File: config.mk
export PLATFORM = sky130hd
export DESIGN_NAME = bitonic_merge_16
export DESIGN_NICKNAME = d
export VERILOG_FILES = /design/src/verilog/merge_pkg.sv /design/src/verilog/bitonic_merge_16.sv
export SDC_FILE = /design/constraint.sdc
export NUM_CORES = 2
export LEC_CHECK = 0
export BUFFER_PORTS_ARGS = -buffer_cell sky130_fd_sc_hd__buf_4
export CORE_UTILIZATION = 31
export CTS_CLUSTER_DIAMETER = 150
export CTS_CLUSTER_SIZE = 16
export DETAILED_ROUTE_END_ITERATION = 10
export HOLD_SLACK_MARGIN = 0.02
export PLACE_DENSITY = 0.56
export SYNTH_ARGS = -nofsm -noshare
export SYNTH_HDL_FRONTEND = slang
export SYNTH_SLANG_ARGS = --single-unit
File: constraint.sdc
create_clock -name i_clk -period 18.5 [get_ports i_clk]
set_clock_uncertainty 0.15 [all_clocks]
set_input_delay 0.925 -clock i_clk [delete_from_list [all_inputs] [get_ports i_clk]]
set_output_delay 0.925 -clock i_clk [all_outputs]
set_load 0.05 [all_outputs]
File: src/verilog/merge_pkg.sv
package merge_pkg;

   // Key and batch geometry
   localparam int KEY_W = 32;
   localparam int BATCH_KEYS = 8;
   localparam int RUN_BATCHES = 4;
   localparam int PTR_W = 2;

   // Pipeline depth of the bitonic network
   localparam int NET_STAGES = 4;
   localparam int WAIT_W = $clog2(NET_STAGES);

   // One batch is primed, every other batch costs one network round
   localparam int MERGE_ROUNDS = 2 * RUN_BATCHES - 1;

   typedef logic [KEY_W-1:0] key_t;

   // Key 0 sits in the low word, sorted batches ascend from key 0
   typedef key_t [BATCH_KEYS-1:0] batch_t;

   // Rides beside the data through the network
   typedef struct packed {
      logic last;
      logic first;
   } net_tag_t;

   typedef enum logic {
      RUN_A,
      RUN_B
   } run_sel_t;

   typedef enum logic [2:0] {
      ST_IDLE,
      ST_PRIME,
      ST_ISSUE,
      ST_WAIT,
      ST_FLUSH,
      ST_DONE
   } merge_state_t;

endpackage

File: src/verilog/bitonic_merge_16.sv
module bitonic_merge_16
   import merge_pkg::*;
(
   input  logic     i_clk,
   input  logic     i_reset,

   input  logic     i_stall,
   input  net_tag_t i_tag,
   input  batch_t   i_lo,
   input  batch_t   i_hi,

   output logic     o_stall,
   output net_tag_t o_tag,
   output batch_t   o_lo,
   output batch_t   o_hi
);

   // Stage registers with index 0 as the first stage
   logic     stall_q [NET_STAGES];
   net_tag_t tag_q   [NET_STAGES];
   batch_t   lo_q    [NET_STAGES];
   batch_t   hi_q    [NET_STAGES];

   batch_t cross_lo;
   batch_t cross_hi;

   // Compare-exchange at a fixed distance inside one half
   function automatic batch_t half_clean(batch_t b, int distance);
      batch_t r;
      r = b;
      for (int i = 0; i < BATCH_KEYS; i++) begin
         if ((i & distance) == 0) begin
            if (b[i] > b[i + distance]) begin
               r[i] = b[i + distance];
               r[i + distance] = b[i];
            end
         end
      end
      return r;
   endfunction

   // Key i of the low batch against key 7-i of the high batch
   always_comb begin
      cross_lo = i_lo;
      cross_hi = i_hi;
      for (int i = 0; i < BATCH_KEYS; i++) begin
         if (i_lo[i] > i_hi[BATCH_KEYS-1-i]) begin
            cross_lo[i] = i_hi[BATCH_KEYS-1-i];
            cross_hi[BATCH_KEYS-1-i] = i_lo[i];
         end
      end
   end

   // Stage 1
   always_ff @(posedge i_clk) begin
      if (i_reset) begin
         stall_q[0] <= 1'b1;
      end else begin
         stall_q[0] <= i_stall;
      end
      if (!i_stall) begin
         tag_q[0] <= i_tag;
         lo_q[0] <= cross_lo;
         hi_q[0] <= cross_hi;
      end
   end

   // Stages 2 to 4 clean at distances 4, 2 and 1
   for (genvar s = 1; s < NET_STAGES; s++) begin : g_clean
      always_ff @(posedge i_clk) begin
         if (i_reset) begin
            stall_q[s] <= 1'b1;
         end else begin
            stall_q[s] <= stall_q[s-1];
         end
         if (!stall_q[s-1]) begin
            tag_q[s] <= tag_q[s-1];
            lo_q[s] <= half_clean(lo_q[s-1], BATCH_KEYS >> s);
            hi_q[s] <= half_clean(hi_q[s-1], BATCH_KEYS >> s);
         end
      end
   end

   assign o_stall = stall_q[NET_STAGES-1];
   assign o_tag = tag_q[NET_STAGES-1];
   assign o_lo = lo_q[NET_STAGES-1];
   assign o_hi = hi_q[NET_STAGES-1];

   // A bubble at the output never disturbs the last result
   a_hold_on_stall: assert property (
      @(posedge i_clk) disable iff (i_reset)
      o_stall ##1 o_stall |-> $stable(o_lo) && $stable(o_hi)
   ) else $error("bitonic_merge_16: output changed under stall");

endmodule

# Word level (Yosys, flattened, before mapping)
# Memories as Yosys holds them, arrays and structs flattened.
# Index checks and enable logic that the tools add are counted.
totals:
  reg_bits: 0
  mem_bits_rw: 2060
  input_bits: 517
  mem_count: 4
mem_list:
  columns: ["name", "depth", "width", "rd", "rd_clocked_by_memory_dff", "write_ports", "line_no", "rtl"]
  rows:
  - ["hi_q", 4, 256, 4, 0, 4, "bitonic_merge_16.sv:22", "batch_t hi_q [NET_STAGES];"]
  - ["lo_q", 4, 256, 4, 0, 4, "bitonic_merge_16.sv:21", "batch_t lo_q [NET_STAGES];"]
  - ["tag_q", 4, 2, 4, 0, 4, "bitonic_merge_16.sv:20", "net_tag_t tag_q [NET_STAGES];"]
  - ["stall_q", 4, 1, 4, 0, 4, "bitonic_merge_16.sv:19", "logic stall_q [NET_STAGES];"]
op_classes:
  magnitude_cmp: 32
  muxes: 107
  n_bitwise: 4
op_table:
  columns: ["op", "n"]
  rows:
  - ["$mux W32", 80]
  - ["$gt A32 B32 Y1", 32]
  - ["$mux W64", 16]
  - ["$mux W1", 11]
  - ["$or A1 B1 Y1", 4]

# Logic depth before layout (Yosys ltp)
logic_depth:
  word_depth: 3
  ltp_mapped: 10

# Least setup slack after synthesis
# No wires, ideal clock.
synth_timing:
  path_type: "input to register"
  from: "in i_stall"
  to: "mem hi_q[0][0] (netlist name) (enable)"
  setup_ns: 0.858
  arrival_time_ns: 10.811
  path_slack_ns: 6.682
  path_stages: 1
  path_buffers: 0
  path_cell_list: "inv_1"
synth_lines:
  columns: ["item", "line_no", "rtl"]
  rows:
  - ["from (decl)", "bitonic_merge_16.sv:7", "input logic i_stall,"]
  - ["to (decl)", "bitonic_merge_16.sv:22", null]

==> results.tsv <==
metric	value	unit
drc	0	
routed_via_density	5.214	
hold_violations	0	
syn_area	112700	µm²
postRouteAntennaNets	0	
avgSynthCellArea	14.22	µm²
finalCritPeriodShare	0.2723	
fp.dieH	605.1	µm
clock.fmax	198.5	MHz
num_io_pins	1032	
post_cts_buffers	0	
slew_headroom	0.04714	
clkLatencyLatePin	910	ps
die_x	605.1	µm
ctsHoldBuffers	2	
grt_max_degree	146	
postCtsResizedCells	0	
cts_root_buffer	clkbuf_16	
initial_core_util	0.3113	
wl	465400	µm
ys_seq_elements	2060	
peakVddDrop	0.00005576	V
cts_tree	yes	
cap_violations	0	
utilization	0.3580	
synth_area_leaders	edfxtp_1, mux2_2, ha_1	
critPathCaptureType	flop	
cts_made_buffers	152	
synthTopCellsByCount	edfxtp_1, mux2_2, inv_1	
rows	221	
synth_seq_area_share	0.5483	
gp_congestion	0.9643	
pre_cts_slack	12620	ps
min_period	5038	ps
grt_remaining_overflow	0	
grt_pass1_wl	612000	µm
syn_nets	9469	
setup_viol	0	
final.setup.worst_slack	13460	ps
crit_required	18960	ps
synth-warning-count	0	
vias	72380	
drive_gt1_frac	0.3671	
grt_antenna_before_repair	120	
h-tree-depth	4	
yosysMostFrequentCell	edfxtp_1	
synth_cell_type_count	41	
synth_area_leader_cell	edfxtp_1	
worstSetupPathType	input port to flop	
worstPathMaxFanout	46	
drv_slew	0	
grt_usage	0.2468	
async_reset_ff_frac	0	
dr.pass1.iters	7	
cts_buffer_depth	4	
fill_cells	34740	
core_area	362200	µm²
path_clk_slew	80	ps
synth_edf_count	2056	
status	complete, no violations	
synthFlopType	edfxtp_1	
power.density	97.32	nW/µm²
rsz0062_at_grt	no	
worstPathArrival	5500	ps
synth_top_area_share	0.5476	
tightestPinTransition	1429	ps
port_buffers	1031	
netlist_instances	7928	
fin_nets	10532	
die_area	366100	µm²
p_leak	51.18	nW
dp_hpwl	381400	µm
area_delta_synth_final	15.02	%
drt_iter0_markers	6899	
cts_sinks	2060	
tns	0	ps
wl_per_cell	33.53	µm
hold_path_class	input port to flop	
grt_pass1_vias	70852	
worstSetupStartpointType	input port	
## per-stage QoR
| stage | cell area [µm²] | power (mW) | cells | hold slack, ps |
|---|---|---|---|---|
| after CTS | 129500 | 12.70 | 13805 | 49.75 |
| after detailed placement | 125400 | 9.415 | 13629 | 255.7 |
| after floorplan | 112700 | 8.141 | 7928 | 250.3 |
| final | 129700 | 12.62 | 13881 | 122.1 |
| after global placement | 125400 | 9.382 | 13627 | 251.3 |
| after global routing | 129600 | 13.04 | 13862 | 72.57 |
## report_power, final
group          switching (mW)  total, mW  internal, mW
Clock                    1.75       3.25          1.50
Combinational            1.68       3.04          1.37
Sequential              0.590       6.32          5.73
## layer usage
layer,part of all wire,vias to the layer above,global-route usage
met3,0.048,644,0.03252
met5,0.00055,-,0
li1,-,32095,-
met2,0.49,2386,0.4241
met4,0.062,42,0.1352
met1,0.40,37213,0.2993
## flip-flops by register name (all words and copies together), names as in the netlist
name / flops
stall_q: 4
tag_q: 8
hi_q: 1024
lo_q: 1024
## worst max-delay path: stages
cell and delay, ps:
buf_4 130, inv_1 50, ha_1 410, a21oi_1 1160
a211oi_1 220, nor4_1 530, a2bb2oi_4 890, buf_4 730
mux2_2 420
## cell families after synthesis
kind of cell / count (synthesis) / synth area share
DFF: 2060 / 0.5483
adders and majority gates: 1024 / 0.1136
AOI/OAI and AO/OA: 854 / 0.04783
muxes: 2048 / 0.2045
buffers and inverters: 1226 / 0.05068
and+or+nand+nor: 716 / 0.03500
## cells in the final DEF (no fill, tap or decap), types with 26 or more instances in the layout
cell type and n:
a211oi_1 57, a21boi_0 50, a21o_1 109, a21oi_1 407, and4_1 26, buf_4 1095
clkbuf_16 154, diode_2 76, edfxtp_1 2056, ha_1 1024, inv_1 1029, mux2_1 54
mux2_2 1994, nand2_1 134, nand3_1 135, nand4_1 219, nor2_1 29, nor2b_1 28
nor3_1 54, nor4_1 44, o211ai_1 28, o21ai_0 117
## final timing paths
kind                    start      endpoint  slack [ps]  depth (start not counted)
setup / recovery    i_hi[247]  hi_q[0][239]       13460                          9
hold / removal        i_reset    stall_q[1]         120                          2
setup reg to reg   stall_q[0]  lo_q[1][184]       13650                          5
hold reg to reg   tag_q[2][0]   tag_q[3][0]         270                          0
## area by class of cell
class                      instances  area [µm²]  share of cell area
antenna                           76       190.2            0.001467
clock buffer                     160        3876             0.02989
timing repair buffer            1102        8330             0.06424
sequential                      2060       61820              0.4767
clock inverter                    14       163.9            0.001264
multi-input combinational       4642       45390              0.3500
tap                             4794        5998             0.04625
inverter                        1033        3908             0.03013
Note: power is estimated with default switching activity, not from simulation.
