**src/verilog/merge_pkg.sv**
```systemverilog
package merge_pkg;

   // Key and batch geometry
   localparam int KEY_W = 32;
   localparam int BATCH_KEYS = 8;
   localparam int RUN_BATCHES = 4;
   localparam int PTR_W = 2;

   // Pipeline depth of the bitonic network
   localparam int NET_STAGES = 4;
   localparam int WAIT_W = $clog2(NET_STAGES);

   // One batch is primed, every other batch costs one network round
   localparam int MERGE_ROUNDS = 2 * RUN_BATCHES - 1;

   typedef logic [KEY_W-1:0] key_t;

   // Key 0 sits in the low word, sorted batches ascend from key 0
   typedef key_t [BATCH_KEYS-1:0] batch_t;

   // Rides beside the data through the network
   typedef struct packed {
      logic last;
      logic first;
   } net_tag_t;

   typedef enum logic {
      RUN_A,
      RUN_B
   } run_sel_t;

   typedef enum logic [2:0] {
      ST_IDLE,
      ST_PRIME,
      ST_ISSUE,
      ST_WAIT,
      ST_FLUSH,
      ST_DONE
   } merge_state_t;

endpackage

```
**src/verilog/batch_cursor.sv**
```systemverilog
module batch_cursor
   import merge_pkg::*;
(
   input  logic             i_clk,
   input  logic             i_reset,

   input  logic             i_clear,
   input  logic             i_take,
   input  run_sel_t         i_take_run,

   output logic [PTR_W-1:0] o_ptr_a,
   output logic [PTR_W-1:0] o_ptr_b,
   output logic             o_empty_a,
   output logic             o_empty_b
);

   // One spare bit so a full count means the run is used up
   logic [PTR_W:0] count_a;
   logic [PTR_W:0] count_b;

   always_ff @(posedge i_clk) begin
      if (i_reset || i_clear) begin
         count_a <= '0;
         count_b <= '0;
      end else if (i_take) begin
         if (i_take_run == RUN_A) begin
            count_a <= count_a + 1'b1;
         end else begin
            count_b <= count_b + 1'b1;
         end
      end
   end

   assign o_ptr_a = count_a[PTR_W-1:0];
   assign o_ptr_b = count_b[PTR_W-1:0];

   assign o_empty_a = (count_a == (PTR_W+1)'(RUN_BATCHES));
   assign o_empty_b = (count_b == (PTR_W+1)'(RUN_BATCHES));

   a_take_not_empty: assert property (
      @(posedge i_clk) disable iff (i_reset)
      i_take && !i_clear |-> ((i_take_run == RUN_A) ? !o_empty_a : !o_empty_b)
   ) else $error("batch_cursor: take from exhausted run");

endmodule

```
**config.mk**
```make
export PLATFORM = sky130hd
export DESIGN_NAME = batch_cursor
export DESIGN_NICKNAME = d
export VERILOG_FILES = /design/src/verilog/merge_pkg.sv /design/src/verilog/batch_cursor.sv
export SDC_FILE = /design/constraint.sdc
export NUM_CORES = 1
export LEC_CHECK = 0
export ABC_AREA = 1
export BUFFER_PORTS_ARGS = -buffer_cell sky130_fd_sc_hd__buf_2
export CAP_MARGIN = 0
export CORE_AREA = 2 2 39 41
export CTS_CLUSTER_SIZE = 14
export DETAILED_ROUTE_END_ITERATION = 8
export DIE_AREA = 0 0 41 43
export GPL_ROUTABILITY_DRIVEN = 0
export GPL_TIMING_DRIVEN = 0
export PLACE_DENSITY_LB_ADDON = 0.3
export SYNTH_ARGS = -nofsm -noshare
export SYNTH_HDL_FRONTEND = slang
export SYNTH_SLANG_ARGS = --single-unit
export TNS_END_PERCENT = 50
```
**constraint.sdc**
```tcl
create_clock -name i_clk -period 1.15 [get_ports i_clk]
set_input_delay 0.23 -clock i_clk [delete_from_list [all_inputs] [get_ports i_clk]]
set_output_delay 0.23 -clock i_clk [all_outputs]
set_load 0.05 [all_outputs]
```
## Word level (Yosys, flattened, before mapping)

Cells that the tools add are included.

- Flip-flop bits (word level): 6
- Bits of input ports: 5
- Output and inout bits: 6
- Logic and storage cells: 10

- $add $sub $neg: 2
- Equal/unequal tests: 2
- Bitwise logic cells: 1
- Reduce and logical (&&, ||, !) cells: 3

Operators by type and width:

| cell | number |
|---|---|
| adder 3 x 1 -> 3 bit, second input constant | 2 |
| == test 3 bit, second input constant | 2 |
| AND reduction 2 bit | 2 |
| logical OR 1 bit | 1 |
| inverter 1 bit | 1 |

## Longest topological paths before layout

Gate-level depths: netlist (run 1).

- Depth in word-level cells: 2
- Gate-level depth with buffers: 5
- Mapped depth without buffers: 5

## Worst setup path after synthesis (run 1)

No wires, ideal clock.

- Kind: register -> output
- Start: register count_a[0]
- End: output port o_empty_a
- Arrival time: 0.858 ns
- Data required time: 0.920 ns
- Path slack: 0.062 ns
- Stages on the path, launching flop included: 5
- Path buffers: 0
- Path through: dfxtp_1 -> inv_1 -> ha_1 -> nand2_1 -> inv_1

- Cells in the longest elaborated chain, start to end: 1

Ends and longest elaborated chain:

| item | RTL line | text |
|---|---|---|
| start: declaration | batch_cursor.sv:18 | `logic [PTR_W:0] count_a;` |
| start signal: assignment | batch_cursor.sv:27 | `count_a <= count_a + 1'b1;` |
| == test 3 bit | batch_cursor.sv:37 | `assign o_empty_a = (count_a == (PTR_W+1)'(RUN_BATCHES));` |
| end: declaration | batch_cursor.sv:13 | `output logic o_empty_a,` |

No other way between the ends.

## Final worst setup path (run 1)

- Start: register count_b[0]
- End: output port o_empty_b

- Cells in the longest elaborated chain, start to end: 1

Ends and longest elaborated chain:

| item | RTL line | text |
|---|---|---|
| start: declaration | batch_cursor.sv:19 | `logic [PTR_W:0] count_b;` |
| start signal: assignment | batch_cursor.sv:29 | `count_b <= count_b + 1'b1;` |
| == test 3 bit | batch_cursor.sv:38 | `assign o_empty_b = (count_b == (PTR_W+1)'(RUN_BATCHES));` |
| end: declaration | batch_cursor.sv:14 | `output logic o_empty_b` |

No other way between the ends.

==> results_dict.tcl, run 1 <==
set metrics [dict create \
    grt_pass1_wl_um 1210 \
    p_leak_nw 0.287 \
    cts_hold_buf 0 \
    dp_hpwl_um 497 \
    drtPass1Iterations 4 \
    area_growth_pct 55.8 \
    grt_max_degree 7 \
    avgSynthCellArea_um2 6.77 \
    p_sw_share_pct 26.3 \
    r2r_slack_ns 0.08 \
    synth_cell_types 11 \
    core-area_mm2 0.00138 \
    cp-start-kind "flop" \
    crit_fanout 3 \
    clockPowerShare_pct 39.0 \
    clk_pin_slew_ns 0.05 \
    ir_worst_vdd_uv 437 \
    clkSinkCount 6 \
    n_antenna_cell 0 \
    synth_area_um2 365 \
    p_sw_mw 0.132 \
    regArea_um2 128 \
    rsz0062_at_grt "true" \
    h-tree-depth 1 \
    ys_warn_count 0 \
    die_x_um 41 \
    min_period_ns 1.25 \
    numCtsBuffers 3 \
    power_frac_comb_pct 17.6 \
    port-buffer-count 10 \
    hold_viol_final 0 \
    whs_endpoint "count_a[2]" \
    ys_top_cells_by_area "dfxtp_1, ha_1, inv_1" \
    p_int_mw 0.369 \
    grt_pass1_vias 325 \
    start_util_pct 26.4 \
    fillers 150 \
    drt_iter0_markers 8 \
    fmax_mhz 803 \
    clock_path_buffers 2 \
    rows 14 \
    grt_remaining_overflow 0 \
    num_io_pins 11 \
    clock_skew_ns 0.000197 \
    min_path_type "primary input to flop" \
    clock_latency_ns 0.24 \
    layout-drive-gt1-share_pct 50.7 \
    status "complete, but fails checks" \
    cts_tree "done" \
    seqPwrFrac_pct 43.4 \
    route.detailed.drc 0 \
    violations "setup timing" \
    slew_violations 0 \
    vias_per_cell 4.09 \
    fin_tns_setup_ns -0.186 \
    cts-root-buf "clkbuf_4" \
    critPathCaptureType "output pin" \
    setup_viol 2 \
    final_common_cell "buf_4" \
    powerDensity_mw_per_mm2 880 \
    multi_input_area_um2 196 \
    synth_seq_area_share_pct 32.9 \
    dp_slack_ns 0.0126 \
    yosys.area.top_type "dfxtp_1" \
    synth_top_area_share_pct 32.9 \
    final_nets 84 \
    drtAntennaViolNets 0 \
    holdWs_ns 0.265 \
    critical_path_required_ns 0.92 \
    worstMarginPinSlew_ns 0.203 \
    vias 364 \
    final_cell_mix "buf_4, nor2_1, nand2_1, inv_1" \
    synth_nets 63 \
    grt.total_usage_pct 10.9 \
    totalWireLength_um 754 \
    fp.dieArea_mm2 0.00176 \
    routedWlPerCell_um 8.47 \
    cp.arrival_ns 1.02 \
    hold_depth 4 \
    hp-start "i_reset" \
    path_class "flop to output pin" \
    reg2regPathDepth 7 \
    period_share_pct 108 \
    regToRegEndpoint "count_b[2]" \
    die_h_um 43 \
    ys_seq_elements 6 \
    grt_antenna_before_repair 0 \
    maxCapViolCount 0 \
    setup_slack_ns -0.0953 \
    slew_headroom_pct 86.4 \
    regToRegStartpoint "count_b[0]" \
    syn_inst 54 \
]
-- per-layer routing --
metal	GRT usage, %	wire length, um	vias to the layer above
met5	0	0	-
met4	12.0	0	0
met3	3.14	24	0
met2	14.1	405	7
met1	12.6	324	159
li1	-	-	198
-- critical path, cell delays in order, from the launching register on --
cell and delay (ns):
dfxtp_4 0.36, inv_4 0.04, ha_4 0.14, nand2_1 0.05, inv_1 0.04, buf_6 0.14
-- timing repair --
item / CTS / global route
gates cloned: 0 / 0
buffers inserted: 4 / 2
pin swaps: 2 / 0
gates resized for setup: 20 / 6
setup endpoints to repair: 6 / 3
-- metrics by stage --
step	util, %	area [um2]	power, mW	instances
final	41.1	569	0.501	89
after global routing	41.1	569	0.538	89
after CTS	39.1	541	0.505	87
after detailed placement	31.5	435	0.288	80
after global placement	31.5	435	0.288	80
after floorplan	-	365	0.268	54
-- kinds of logic after synthesis --
kind of cell / share of synthesized area, %
simple gates: 26.4
buf+inv: 21.6
flops: 32.9
compound gates: 5.48
fa+ha+maj: 13.7
-- worst max-delay path by stage --
stage               startpoint   endpoint  slack (ns)  cells past startpoint
floorplan           count_a[0]  o_empty_a        0.06                      4
global placement    count_b[0]  o_empty_b        0.01                      5
detailed placement  count_b[0]  o_empty_b        0.01                      5
CTS                 count_b[0]  o_empty_b       -0.11                      5
global route        count_b[0]  o_empty_b       -0.15                      5
finish              count_b[0]  o_empty_b        -0.1                      5
-- layout make-up --
| cell class | instances | share of cell area, % |
|---|---|---|
| multi-input combinational | 31 | 34.5 |
| timing repair buffer | 16 | 21.3 |
| sequential | 6 | 22.4 |
| buffer | 4 | 5.27 |
| clock buffer | 3 | 3.96 |
| inverter | 13 | 9.01 |
| tap | 16 | 3.52 |
-- state kept, by name, indices dropped and copies added (netlist names) --
register  flops
count_b       3
count_a       3
-- power groups by stage --
| stage | Clock (mW) | Combinational [mW] | Sequential, mW |
|---|---|---|---|
| after global placement | 0 | 0.0664 | 0.222 |
| after global routing | 0.223 | 0.0975 | 0.218 |
| final | 0.195 | 0.0883 | 0.217 |
| after CTS | 0.205 | 0.0819 | 0.219 |
| after detailed placement | 0 | 0.0662 | 0.222 |
| after floorplan | 0 | 0.0471 | 0.221 |
-- cell usage after synthesis --
library cell  number
clkinv_1           1
nand3_1            2
nand2_1            8
nor2_1            10
ha_1               4
dfxtp_1            6
inv_1             12
nor2_2             1
nand4_1            2
o21ai_0            4
buf_4              4
(Power assumes the default switching activity.)
==> run 2, diff against run 1 <==
Clock period 1.15 ns to 1.55 ns, I/O delays scaled along.
==> run 2 against run 1 <==
The run now ends clean; wire length fell by 19%; first-iteration DRC count fell by 13%; combinational power fell by 45%; via count fell by 5.2%; cell count fell by 6.7%; utilization fell by 7.9 points; total power fell by 29%.
==> results_dict.tcl, run 2 (same netlist as run 1, synthesis figures left out) <==
set metrics [dict create \
    status "finished clean" \
    n_antenna_cell 0 \
    whs_endpoint "count_b[2]" \
    grt.total_usage_pct 9.05 \
    final_nets 78 \
    hp-start "i_reset" \
    ir_worst_vdd_uv 311 \
    critical_path_required_ns 1.24 \
    fmax_mhz 697 \
    layout-drive-gt1-share_pct 29.9 \
    clock_skew_ns 0.000160 \
    regToRegEndpoint "count_a[1]" \
    seqPwrFrac_pct 45.7 \
    reg2regPathDepth 4 \
    clk_pin_slew_ns 0.05 \
    grt_pass1_vias 261 \
    powerDensity_mw_per_mm2 771 \
    p_int_mw 0.264 \
    worstMarginPinSlew_ns 0.247 \
    place_area_um2 435 \
    min_path_type "primary input to flop" \
    grt_pass1_wl_um 986 \
    routedWlPerCell_um 7.39 \
    cp-start-kind "flop" \
    rsz0062_at_grt "false" \
    clkSinkCount 6 \
    grt_remaining_overflow 0 \
    cp.arrival_ns 1.13 \
    slowest_stage "dfxtp_1" \
    clock_latency_ns 0.24 \
    die_h_um 43 \
    startpoint "count_a[1]" \
    setup_slack_ns 0.115 \
    area_growth_pct 26.0 \
    r2r_slack_ns 0.51 \
    post_cts_buffers 0 \
    fin_tns_setup_ns 0 \
    port-buffer-count 10 \
    clockPowerShare_pct 40.5 \
    dpl.cell_count 80 \
    final_cell_count_no_fill 83 \
    utilization_pct 33.3 \
    dp_hpwl_um 497 \
    start_util_pct 26.4 \
    final_cell_mix "inv_1, nor2_1, buf_2" \
    hold_depth 4 \
    drtPass1Iterations 4 \
    critPathCaptureType "output pin" \
    drtAntennaViolNets 0 \
    multi_input_area_um2 166 \
    p_sw_share_pct 25.7 \
    power_frac_comb_pct 13.8 \
    rows 14 \
    dp_slack_ns 0.333 \
    cts_tree "done" \
    p_sw_mw 0.0914 \
    path_class "flop to output pin" \
    min_period_ns 1.44 \
    final_common_cell "inv_1" \
    route.detailed.drc 0 \
    crit_fanout 4 \
    crit_chain "inv_1 -> ha_1 -> nand2_1 -> inv_1 -> buf_2" \
    clock_path_buffers 2 \
    core-area_mm2 0.00138 \
    totalWireLength_um 613 \
    setup_viol 0 \
    grt_max_degree 7 \
    fillers 156 \
    drt_iter0_markers 7 \
    p_leak_nw 0.253 \
    fp.dieArea_mm2 0.00176 \
    die_x_um 41 \
    max_stage_delay_ns 0.37 \
    slew_violations 0 \
    reg_top3 "count_a (3), count_b (3)" \
    cts-root-buf "clkbuf_4" \
    cts_hold_buf 0 \
    slew_headroom_pct 83.7 \
    h-tree-depth 1 \
    hold_viol_final 0 \
    regArea_um2 123 \
    grt_antenna_before_repair 0 \
    vias_per_cell 4.16 \
    vias 345 \
    holdWs_ns 0.341 \
    numCtsBuffers 3 \
    maxCapViolCount 0 \
    regToRegStartpoint "count_a[1]" \
    period_share_pct 92.6 \
    crit_top_cell "inv_1" \
    cts.repair.resized 0 \
    num_io_pins 11 \
    final_area_um2 460 \
    finalPower_mw 0.355 \
]
run 2: cell types whose count changed in the layout (fill, tap and decap cells not counted), moves of 2 or more:
cell	delta
buf_2	+6
buf_4	-9
buf_6	-3
inv_1	+5
inv_2	-4
dfxtp_1	+2
ha_4	-2
ha_1	+3
run 2: worst max-delay path by stage:
stage,end,cells past startpoint
6_report,o_empty_a,5
5_1_grt,o_empty_a,5
4_1_cts,o_empty_b,5
3_5_place_dp,o_empty_b,5
3_3_place_gp,o_empty_b,5
2_1_floorplan,o_empty_a,4
run 2: power by group through the flow:
stage / sequential, mW / clock (mW) / combinational [mW]
3_5_place_dp: 0.165 / 0 / 0.0491
5_1_grt: 0.163 / 0.163 / 0.0545
3_3_place_gp: 0.165 / 0 / 0.0493
6_report: 0.162 / 0.144 / 0.0490
4_1_cts: 0.162 / 0.152 / 0.0495
2_1_floorplan: 0.164 / 0 / 0.0349
run 2: critical path, delay by kind of cell, from the launching register on:
kind | cells | cell delay, ns
and+or+nand+nor | 1 | 0.06
buffers and inverters | 3 | 0.29
adders and majority gates | 1 | 0.17
DFF | 1 | 0.37
run 2: routing by layer:
layer | wire [um] | vias up | share of wire, % | GRT usage [%]
met5 | 0 | - | 0 | 0
met4 | 14 | 0 | 2.3 | 12.0
met3 | 17 | 2 | 2.8 | 3.14
met2 | 294 | 5 | 48 | 9.06
met1 | 286 | 153 | 47 | 12.0
li1 | - | 185 | - | -
run 2: area by class of cell:
cell class              instances  area share [%]
plain buffers                   4            6.52
clock buffers                   3            4.89
inverters                      13            10.6
multi-input cells              31            36.1
flip-flops and latches          6            26.6
well taps                      16            4.35
repair buffers                 10            10.9
