--- src/verilog/merge_pkg.sv ---
package merge_pkg;

   // Key and batch geometry
   localparam int KEY_W = 32;
   localparam int BATCH_KEYS = 8;
   localparam int RUN_BATCHES = 4;
   localparam int PTR_W = 2;

   // Pipeline depth of the bitonic network
   localparam int NET_STAGES = 4;
   localparam int WAIT_W = $clog2(NET_STAGES);

   // One batch is primed, every other batch costs one network round
   localparam int MERGE_ROUNDS = 2 * RUN_BATCHES - 1;

   typedef logic [KEY_W-1:0] key_t;

   // Key 0 sits in the low word, sorted batches ascend from key 0
   typedef key_t [BATCH_KEYS-1:0] batch_t;

   // Rides beside the data through the network
   typedef struct packed {
      logic last;
      logic first;
   } net_tag_t;

   typedef enum logic {
      RUN_A,
      RUN_B
   } run_sel_t;

   typedef enum logic [2:0] {
      ST_IDLE,
      ST_PRIME,
      ST_ISSUE,
      ST_WAIT,
      ST_FLUSH,
      ST_DONE
   } merge_state_t;

endpackage

--- src/verilog/run_buffer.sv ---
module run_buffer
   import merge_pkg::*;
(
   input  logic             i_clk,
   input  logic             i_reset,

   input  logic             i_load,
   input  run_sel_t         i_load_run,
   input  logic [PTR_W-1:0] i_load_idx,
   input  batch_t           i_load_batch,

   input  logic             i_busy,

   input  logic [PTR_W-1:0] i_ptr_a,
   input  logic [PTR_W-1:0] i_ptr_b,
   output batch_t           o_head_a,
   output batch_t           o_head_b
);

   batch_t run_a [RUN_BATCHES];
   batch_t run_b [RUN_BATCHES];

   logic write_en;

   // Contents are frozen while a merge reads them
   assign write_en = i_load && !i_busy;

   always_ff @(posedge i_clk) begin
      if (write_en) begin
         if (i_load_run == RUN_A) begin
            run_a[i_load_idx] <= i_load_batch;
         end else begin
            run_b[i_load_idx] <= i_load_batch;
         end
      end
   end

   // Head batches for the control compare
   assign o_head_a = run_a[i_ptr_a];
   assign o_head_b = run_b[i_ptr_b];

   a_load_idx_range: assert property (
      @(posedge i_clk) disable iff (i_reset)
      write_en |-> int'(i_load_idx) < RUN_BATCHES
   ) else $error("run_buffer: load index %0d beyond run length", i_load_idx);

endmodule

--- config.mk ---
export PLATFORM = sky130hd
export DESIGN_NAME = run_buffer
export DESIGN_NICKNAME = d
export VERILOG_FILES = /design/src/verilog/merge_pkg.sv /design/src/verilog/run_buffer.sv
export SDC_FILE = /design/constraint.sdc
export NUM_CORES = 1
export LEC_CHECK = 0
export ABC_CLOCK_PERIOD_IN_PS = 65600
export BUFFER_PORTS_ARGS = -buffer_cell sky130_fd_sc_hd__buf_2
export CAP_MARGIN = 15
export CORE_UTILIZATION = 33
export DETAILED_ROUTE_END_ITERATION = 10
export PLACE_DENSITY = 0.48
export SYNTH_ARGS = -nofsm -noshare
export SYNTH_HDL_FRONTEND = slang
export SYNTH_SLANG_ARGS = --single-unit
--- constraint.sdc ---
create_clock -name i_clk -period 65.6 [get_ports i_clk]
set_input_delay 9.84 -clock i_clk [delete_from_list [all_inputs] [get_ports i_clk]]
set_output_delay 9.84 -clock i_clk [all_outputs]
set_load 0.05 [all_outputs]
After elaboration in Yosys (flattened, before gate mapping):

Memory sizes are Yosys's and may differ from the RTL's.
Cells that the tools add are included.

* mux-type cells: 6
* reduce and logical (&&, ||, !) cells: 2

Operators with widths (number)
* two-way mux 1 bit: 6
* logical AND 1 bit: 1
* zero test 1 bit: 1

* memories kept: 2
* bits in writable memories: 2048
* word-level logic and storage cells: 10
* input bits: 267
* flip-flop bits (word level): 0

Memory list
* run_a: words 4, bits a word 256, rd ports 1, clocked after Yosys merged registers in 0, wr ports 1, RTL line run_buffer.sv:20 `batch_t run_a [RUN_BATCHES];`
* run_b: words 4, bits a word 256, rd ports 1, clocked after Yosys merged registers in 0, wr ports 1, RTL line run_buffer.sv:21 `batch_t run_b [RUN_BATCHES];`

Depth between registers and ports, before layout:

Gate-level depths: netlist of run 1.

* word-level depth: 4
* depth in mapped cells: 4
* depth with buffers taken out: 2

Worst setup path after synthesis of run 1:

Ideal clock, no wire load.

* path kind: input -> register
* from: in i_busy
* to: mem run_a[0][0] in the netlist's numbering, enable pin
* buffers on the path: 0
* path slack: 36835 ps
* stages on the path: 2
* required time: 64410 ps
* setup time: 1190 ps
* arrival: 27575 ps
* cells stage by stage: or3b_2 > nor3_1

* longest elaborated chain between the ends: 4

Ends and longest elaborated chain
* from (decl): RTL line run_buffer.sv:12 `input logic i_busy,`
* zero test 1 bit: RTL line run_buffer.sv:26 `assign write_en = i_load && !i_busy;`
* logical AND 1 bit: RTL line run_buffer.sv:26
* two-way mux 1 bit: RTL line run_buffer.sv:29 `if (write_en) begin`
* two-way mux 1 bit (not written as such): RTL line run_buffer.sv:31 `run_a[i_load_idx] <= i_load_batch;`
* to (decl): RTL line run_buffer.sv:20

No other way between the ends.

==> flow_summary_export.csv, run 1 <==
group,metric,value,unit
outcome,status,"finished clean",
critical_path,required,55760,ps
drt,first_pass_iters,5,
critical_path,criticalPathCategory,"in -> out",
final_layout,syn_to_final_growth,18.10,%
drt,wirelength,187600,µm
floorplanning,coreArea,223200,µm²
yosys,ys_ff_latch,2048,
pwr,fin_total_pwr,2.819,mW
floorplanning,die_area,227500,µm²
clock_network,cts.clk_slew.worst_paths,60,ps
placed_design,dp_hpwl,112100,µm
clock_network,post-cts-setup-buffers,0,
timing,max_slew_margin,30.48,%
placed_design,placed_area,81340,µm²
clock_network,cts-hold-fix-buffers,0,
pwr,combPwrFrac,7.6,%
drt,antenna_left,0,
clock_network,clk_root_buffer_cell,"clkbuf_16",
floorplanning,initial_core_util,33.35,%
pwr,swShare,23.41,%
yosys,syn_area,74440,µm²
flow_run,drv_cap,0,
yosys,syn-num-nets,2954,
critical_path,cp_max_fo,77,
global_route,grt_pass1_wl,265300,µm
drt,vias,32940,
yosys,seq_area_frac_synth,82.62,%
clock_network,cts_tree,"built",
pwr,powerDensity,32.07,nW/µm²
pwr,power.switching,0.6601,mW
critical_path,start_kind,"input pin",
clock_network,cts_sinks,2048,
global_route,grt_start_max_net_pins,108,
pwr,leakagePower,28.37,nW
timing,hold_violations,0,
critical_path,crit_arrival,13630,ps
yosys,syn_inst,2687,
global_route,grt_overflow,0,
critical_path,end_kind,"primary output",
drt,drc,0,
timing,max_freq,0.04261,GHz
pwr,vdd_drop_max,0.00002443,V
pwr,p_seq_share,52.2,%
clock_network,cts_htree_levels,4,
timing,period_share,35.78,%
final_layout,fin_cells,6789,
placed_design,gp_congestion,0.7142,
clock_network,cts_made_buffers,212,
floorplanning,rows,173,
floorplanning,die_w,476.9,µm
timing,tightest_slew,1043,ps
timing,period_needed,23470,ps
floorplanning,die_height,476.9,µm
final_layout,drive_gt1_share,43.05,%
floorplanning,ios,779,
final_layout,postLayoutCellArea,87910,µm²
yosys,ys_types,15,
pwr,intPower,2.159,mW
global_route,grt_pass1_vias,33890,
global_route,antenna_found_initial,73,
timing,slew_viol_final,0,
yosys,syn_area_per_cell,27.70,µm²
drt,viasPerCell,4.852,
worst_hold_path,hold_path_class,"in -> reg",
timing,tns,0,ps
timing,finalSetupViolCount,0,
placed_design,portBuffers,777,
final_layout,nets,3895,
timing,rsz0062_at_grt,"false",
yosys,yosysWarnings,0,
clock_network,cts_resized,0,
clock_network,cts_max_path_buffers,3,
global_route,grtUsageTotal,16.27,%
placed_design,dp.cells,6389,
drt,drt_iter0_drc,2232,
drt,avgRoutedWirePerCell,27.64,µm
pwr,pwr-share-clk,40.2,%
-- worst paths after layout --
check                        start       endpoint  slack [ps]  cells past startpoint
hold / removal    i_load_batch[68]   run_a[0][68]        9250                      1
setup / recovery        i_ptr_a[0]  o_head_a[245]       42130                      6
-- cell families (layout without fill, tap and decap cells) --
logic type	Yosys count	count (layout)	synth area share [%]
flops	2048	2048	82.62
mux	512	512	15.49
buf+inv	114	1227	1.802
simple gates	13	13	0.08740
other cells	0	14	0
-- through the flow --
step | util [%] | worst slack (ps) | hold slack (ps)
after floorplan | - | 36830 | 9939
after detailed placement | 36.45 | 41800 | 10110
final | 39.39 | 42130 | 9253
after global routing | 39.38 | 41690 | 9199
after global placement | 36.45 | 41830 | 10110
after CTS | 39.38 | 41790 | 9170
-- state kept, by name (all words and copies together) (netlist names) --
signal  cells
run_a    1024
run_b    1024
-- power by group through the flow --
stage / clock network (mW) / logic (mW) / registers (mW)
after floorplan: 0 / 0.147 / 1.51
after global placement: 0 / 0.217 / 1.50
after detailed placement: 0 / 0.218 / 1.50
after CTS: 1.17 / 0.219 / 1.47
after global routing: 1.21 / 0.224 / 1.47
final: 1.13 / 0.214 / 1.47
-- cells in the mapped netlist --
cell,n,area (µm²)
edfxtp_1,2048,61500
mux4_2,512,11530
buf_2,50,250.2
buf_12,44,880.8
buf_8,10,150.1
nor2_1,6,22.52
clkbuf_1,4,15.01
buf_1,2,7.510
buf_4,2,15.01
buf_6,2,22.52
nand2b_1,2,12.51
nor3_1,2,10.01
nand2_1,1,3.750
nand3b_1,1,7.510
or3b_2,1,8.760
-- cell usage in the layout (no fill, tap or decap) --
cell type   synthesis  layout
clkinv_16           0       6
clkbuf_1            4      63
inv_16              0       1
nor3_2              0       2
mux4_2            512     512
buf_2              50     773
buf_8              10       4
edfxtp_1         2048    2048
clkinv_4            0       2
buf_12             44       5
diode_2             0      14
clkinv_2            0      31
bufinv_16           0       9
buf_4               2      59
or3b_2              1       1
nand2b_1            2       2
clkinvlp_4          0       4
inv_6               0       4
nor2_4              0       6
clkinv_8            0       3
nand3b_1            1       1
clkinv_1            0      49
nand2_1             1       1
clkbuf_16           0     214
-- per-layer routing --
layer | global-route usage [%] | routed length (µm)
met1 | 20.60 | 76170
met2 | 25.78 | 89150
met3 | 6.518 | 16890
met4 | 4.469 | 5040
met5 | 0 | 382
-- layout make-up --
| class | count | area [µm²] |
|---|---|---|
| fill | 19800 | 135300 |
| sequential | 2048 | 61500 |
| multi-input combinational | 525 | 11650 |
| clock buffer | 277 | 5592 |
| timing repair buffer | 841 | 4472 |
| tap | 2975 | 3722 |
| clock inverter | 109 | 940.9 |
| antenna | 14 | 35.03 |
-- critical path: stages --
cell	delay [ps]
buf_8	420
buf_12	650
buf_4	750
buf_4	780
mux4_2	690
buf_2	270
Power figures use the tool's default switching activity.
==> inputs of run 2 (changes only) <==
--- a/config.mk
+++ b/config.mk
@@ -5,12 +5,12 @@
 export SDC_FILE = /design/constraint.sdc
 export NUM_CORES = 1
 export LEC_CHECK = 0
-export ABC_CLOCK_PERIOD_IN_PS = 65600
+export ABC_CLOCK_PERIOD_IN_PS = 20100
 export BUFFER_PORTS_ARGS = -buffer_cell sky130_fd_sc_hd__buf_2
 export CAP_MARGIN = 15
 export CORE_UTILIZATION = 33
 export DETAILED_ROUTE_END_ITERATION = 10
-export PLACE_DENSITY = 0.48
+export PLACE_DENSITY = 0.5
 export SYNTH_ARGS = -nofsm -noshare
 export SYNTH_HDL_FRONTEND = slang
 export SYNTH_SLANG_ARGS = --single-unit
==> constraint.sdc (replaced) <==
create_clock -name i_clk -period 20.1 [get_ports i_clk]
set_input_delay 3.015 -clock i_clk [delete_from_list [all_inputs] [get_ports i_clk]]
set_output_delay 3.015 -clock i_clk [all_outputs]
set_load 0.05 [all_outputs]
==> flow_summary_export.csv, run 2 (synthesis gave the netlist of run 1 again) <==
group,metric,value,unit
timing,tns,0,ps
final_layout,drive_gt1_share,43.33,%
global_route,grt_overflow,0,
critical_path,worstPathCellList,"buf_8 > buf_4 > buf_4 > buf_4 > mux4_2 > buf_2",
clock_network,cts_resized,0,
global_route,grt_start_max_net_pins,103,
timing,max_freq,0.1041,GHz
floorplanning,initial_core_util,33.35,%
critical_path,slowest_delay,750,ps
critical_path,cp_max_fo,65,
floorplanning,rows,173,
timing,period_share,47.80,%
timing,layout_setup_ws,10490,ps
critical_path,end_kind,"primary output",
critical_path,start_kind,"input pin",
critical_path,cp_slowest_cell,"buf_4",
placed_design,placed_area,81380,µm²
outcome,status,"finished clean",
critical_path,required,17090,ps
timing,rsz0062_at_grt,"false",
placed_design,portBuffers,777,
clock_network,cts_max_path_buffers,3,
final_layout,postLayoutCellArea,88020,µm²
drt,viasPerCell,4.824,
critical_path,crit_arrival,6590,ps
final_layout,regArea,61500,µm²
placed_design,pre_cts_ws,10380,ps
critical_path,crit_top_cell,"buf_4",
drt,antenna_left,0,
timing,tightest_slew,1246,ps
clock_network,cts_made_buffers,213,
placed_design,gp_congestion,0.7294,
final_layout,nFillCells,19850,
critical_path,cp_top_family,"buffers and inverters",
clock_network,cts.clk_slew.worst_paths,60,ps
global_route,grt_pass1_wl,261600,µm
clock_network,cts-hold-fix-buffers,0,
flow_run,drv_cap,0,
critical_path,criticalPathCategory,"in -> out",
timing,finalSetupViolCount,0,
placed_design,dp_hpwl,110400,µm
floorplanning,die_w,476.9,µm
timing,slew_viol_final,0,
floorplanning,die_area,227500,µm²
drt,vias,32760,
drt,wirelength,184300,µm
timing,hold_violations,0,
final_layout,multi_input_area,11660,µm²
final_layout,top_regs,"run_a x1024, run_b x1024",
timing,max_slew_margin,16.96,%
pwr,vdd_drop_max,0.00007694,V
clock_network,cts_htree_levels,4,
placed_design,dp.cells,6389,
pwr,leakagePower,28.44,nW
final_layout,nets,3896,
floorplanning,ios,779,
floorplanning,die_height,476.9,µm
drt,avgRoutedWirePerCell,27.15,µm
drt,drt_iter0_drc,2269,
floorplanning,coreArea,223200,µm²
worst_hold_path,hold_path_class,"in -> reg",
global_route,antenna_found_initial,66,
pwr,powerDensity,105.0,nW/µm²
clock_network,cts_tree,"built",
global_route,grt_pass1_vias,33950,
final_layout,fin_cells,6790,
final_layout,final_common_cell,"edfxtp_1",
drt,drc,0,
global_route,grtUsageTotal,16.03,%
clock_network,clk_root_buffer_cell,"clkbuf_16",
drt,first_pass_iters,5,
final_layout,syn_to_final_growth,18.25,%
clock_network,post-cts-setup-buffers,0,
clock_network,cts_sinks,2048,
timing,period_needed,9607,ps
final_layout,final_cell_mix,"2048 x edfxtp_1, 773 x buf_2, 512 x mux4_2",
critical_path,worst-path-buf-inv,5,
==> run 2: cell count changes in the layout (fill, tap and decap cells not counted), moves of 3 or more <==
cell,change
clkinv_16,-4
clkinv_2,+9
clkinvlp_4,+3
clkbuf_1,-10
inv_6,-3
bufinv_16,+5
==> run 2: report_power, final <==
part | internal [mW] | switching (mW) | leakage, nW | total, mW
clock | 2.14 | 1.60 | 3.22 | 3.74
combinational | 0.184 | 0.512 | 6.72 | 0.696
sequential | 4.79 | 0.0168 | 18.5 | 4.81
==> run 2: final timing paths <==
path / start / end / slack, ps / cells after the start
max: i_ptr_a[1] / o_head_a[184] / 10490 / 6
min: i_load_batch[22] / run_a[0][22] / 2450 / 1
==> run 2: layer usage <==
layer | vias up | GRT usage [%] | wire length (µm)
li1 | 13710 | - | -
met1 | 17650 | 20.20 | 73840
met2 | 986 | 25.21 | 87360
met3 | 342 | 6.968 | 18430
met4 | 68 | 4.121 | 4280
met5 | - | 0 | 434
==> run 2: area by class of cell <==
class | instances | area share, %
Antenna cell | 14 | 0.03980
Sequential cell | 2048 | 69.87
Tap cell | 2975 | 4.229
Clock buffer | 268 | 6.339
Multi-Input combinational cell | 525 | 13.25
Timing Repair Buffer | 841 | 5.109
Clock inverter | 119 | 1.161
==> run 2: stage by stage <==
stage	total power, mW	utilization, %	hold slack (ps)
3_5_place_dp	5.606	36.47	3281
4_1_cts	9.372	39.42	2360
2_1_floorplan	5.392	-	3114
3_3_place_gp	5.596	36.47	3283
6_report	9.241	39.44	2454
5_1_grt	9.545	39.43	2394
==> inputs of run 3 (changes only) <==
--- a/config.mk
+++ b/config.mk
@@ -5,7 +5,7 @@
 export SDC_FILE = /design/constraint.sdc
 export NUM_CORES = 1
 export LEC_CHECK = 0
-export ABC_CLOCK_PERIOD_IN_PS = 20100
+export ABC_CLOCK_PERIOD_IN_PS = 8260
 export BUFFER_PORTS_ARGS = -buffer_cell sky130_fd_sc_hd__buf_2
 export CAP_MARGIN = 15
 export CORE_UTILIZATION = 33
==> constraint.sdc (replaced) <==
create_clock -name i_clk -period 8.26 [get_ports i_clk]
set_input_delay 1.239 -clock i_clk [delete_from_list [all_inputs] [get_ports i_clk]]
set_output_delay 1.239 -clock i_clk [all_outputs]
set_load 0.05 [all_outputs]
==> flow_summary_export.csv, run 3 (synthesis gave the netlist of run 1 again) <==
group,metric,value,unit
drt,viasPerCell,4.877,
critical_path,cp_max_fo,82,
timing,slew_viol_final,0,
critical_path,criticalPathCategory,"in -> out",
global_route,grt_pass1_wl,262500,µm
final_layout,nets,3879,
pwr,swShare,22.99,%
critical_path,start_kind,"input pin",
drt,antenna_left,0,
timing,tightest_slew,1216,ps
drt,avgRoutedWirePerCell,27.34,µm
clock_network,post-cts-setup-buffers,0,
timing,period_share,56.94,%
timing,rsz0062_at_grt,"false",
timing,hold_violations,0,
pwr,pwr-share-clk,40.8,%
clock_network,cts_max_path_buffers,3,
final_layout,fin_cells,6772,
critical_path,startpoint,"i_ptr_a[0]",
placed_design,placed_area,81530,µm²
pwr,fin_total_pwr,22.61,mW
clock_network,cts_tree,"built",
critical_path,crit_arrival,3460,ps
final_layout,final_common_cell,"edfxtp_1",
clock_network,cts.clk_slew.worst_paths,60,ps
pwr,intPower,17.41,mW
worst_hold_path,hold_path_class,"in -> reg",
global_route,grt_pass1_vias,33900,
flow_run,drv_cap,0,
global_route,antenna_found_initial,71,
floorplanning,rows,173,
placed_design,gp_congestion,0.7205,
drt,drt_iter0_drc,2258,
clock_network,clk_root_buffer_cell,"clkbuf_16",
worst_hold_path,holdCritStartpoint,"i_load_batch[79]",
timing,period_needed,4703,ps
clock_network,cts-hold-fix-buffers,0,
pwr,p_seq_share,51.7,%
pwr,powerDensity,256.2,nW/µm²
floorplanning,initial_core_util,33.35,%
placed_design,portBuffers,777,
final_layout,drive_gt1_share,43.11,%
drt,first_pass_iters,5,
timing,max_freq,0.2126,GHz
pwr,leakagePower,28.46,nW
floorplanning,die_height,476.9,µm
pwr,vdd_drop_max,0.0001733,V
floorplanning,coreArea,223200,µm²
timing,finalSetupViolCount,0,
global_route,grtUsageTotal,16.05,%
global_route,grt_overflow,0,
outcome,status,"finished clean",
clock_network,cts_made_buffers,211,
clock_network,cts_sinks,2048,
critical_path,end_kind,"primary output",
global_route,grt_start_max_net_pins,104,
drt,wirelength,185100,µm
pwr,power.switching,5.198,mW
final_layout,top_regs,"run_a x1024, run_b x1024",
final_layout,postLayoutCellArea,88250,µm²
clock_network,cts_resized,0,
timing,fin_hold_ws,679.6,ps
final_layout,final_cell_mix,"2048 x edfxtp_1, 773 x buf_2, 512 x mux4_2",
placed_design,dp.cells,6374,
pwr,combPwrFrac,7.5,%
drt,vias,33030,
drt,drc,0,
floorplanning,die_w,476.9,µm
floorplanning,die_area,227500,µm²
critical_path,required,7020,ps
clock_network,cts_htree_levels,4,
placed_design,dp_hpwl,108700,µm
final_layout,syn_to_final_growth,18.56,%
timing,max_slew_margin,18.96,%
floorplanning,ios,779,
run 3: routing by layer:
| layer | vias to the layer above | share of wire [%] | track usage (%) |
|---|---|---|---|
| li1 | 13690 | - | - |
| met5 | - | 0.21 | 0 |
| met4 | 64 | 2.2 | 4.312 |
| met3 | 348 | 9.6 | 6.588 |
| met2 | 1042 | 47 | 24.64 |
| met1 | 17880 | 41 | 20.95 |
run 3: stage by stage:
stage                     setup TNS (ps)  worst slack [ps]  utilization (%)
after detailed placement               0              3504            36.54
after CTS                              0              3504            39.52
final                                  0              3557            39.54
after floorplan                  -787100            -583.5                -
after global placement                 0              3507            36.53
after global routing                   0              3407            39.53
run 3: power by group through the flow:
stage / clock network (mW) / logic, mW / registers, mW
after CTS: 9.51 / 1.74 / 11.7
final: 9.22 / 1.70 / 11.7
after floorplan: 0 / 1.17 / 11.9
after global placement: 0 / 1.72 / 11.9
after global routing: 9.85 / 1.78 / 11.7
after detailed placement: 0 / 1.73 / 11.9
run 3: worst max-delay path, cell delays in order:
cell and delay, ps:
buf_8 430, buf_12 510, mux4_2 640, buf_2 240
run 3: path summary, 6_finish.rpt:
check                  endpoint  cells past startpoint
hold / removal     run_b[2][79]                      1
setup / recovery  o_head_a[108]                      4
run 3: area by class of cell:
cell class / count / area (µm²)
diodes: 18 / 45.04
clock buffers: 271 / 5612
clock inverters: 109 / 1057
fillers: 19730 / 134900
multi-input cells: 525 / 11670
flip-flops and latches: 2048 / 61500
well taps: 2975 / 3722
repair buffers: 826 / 4647
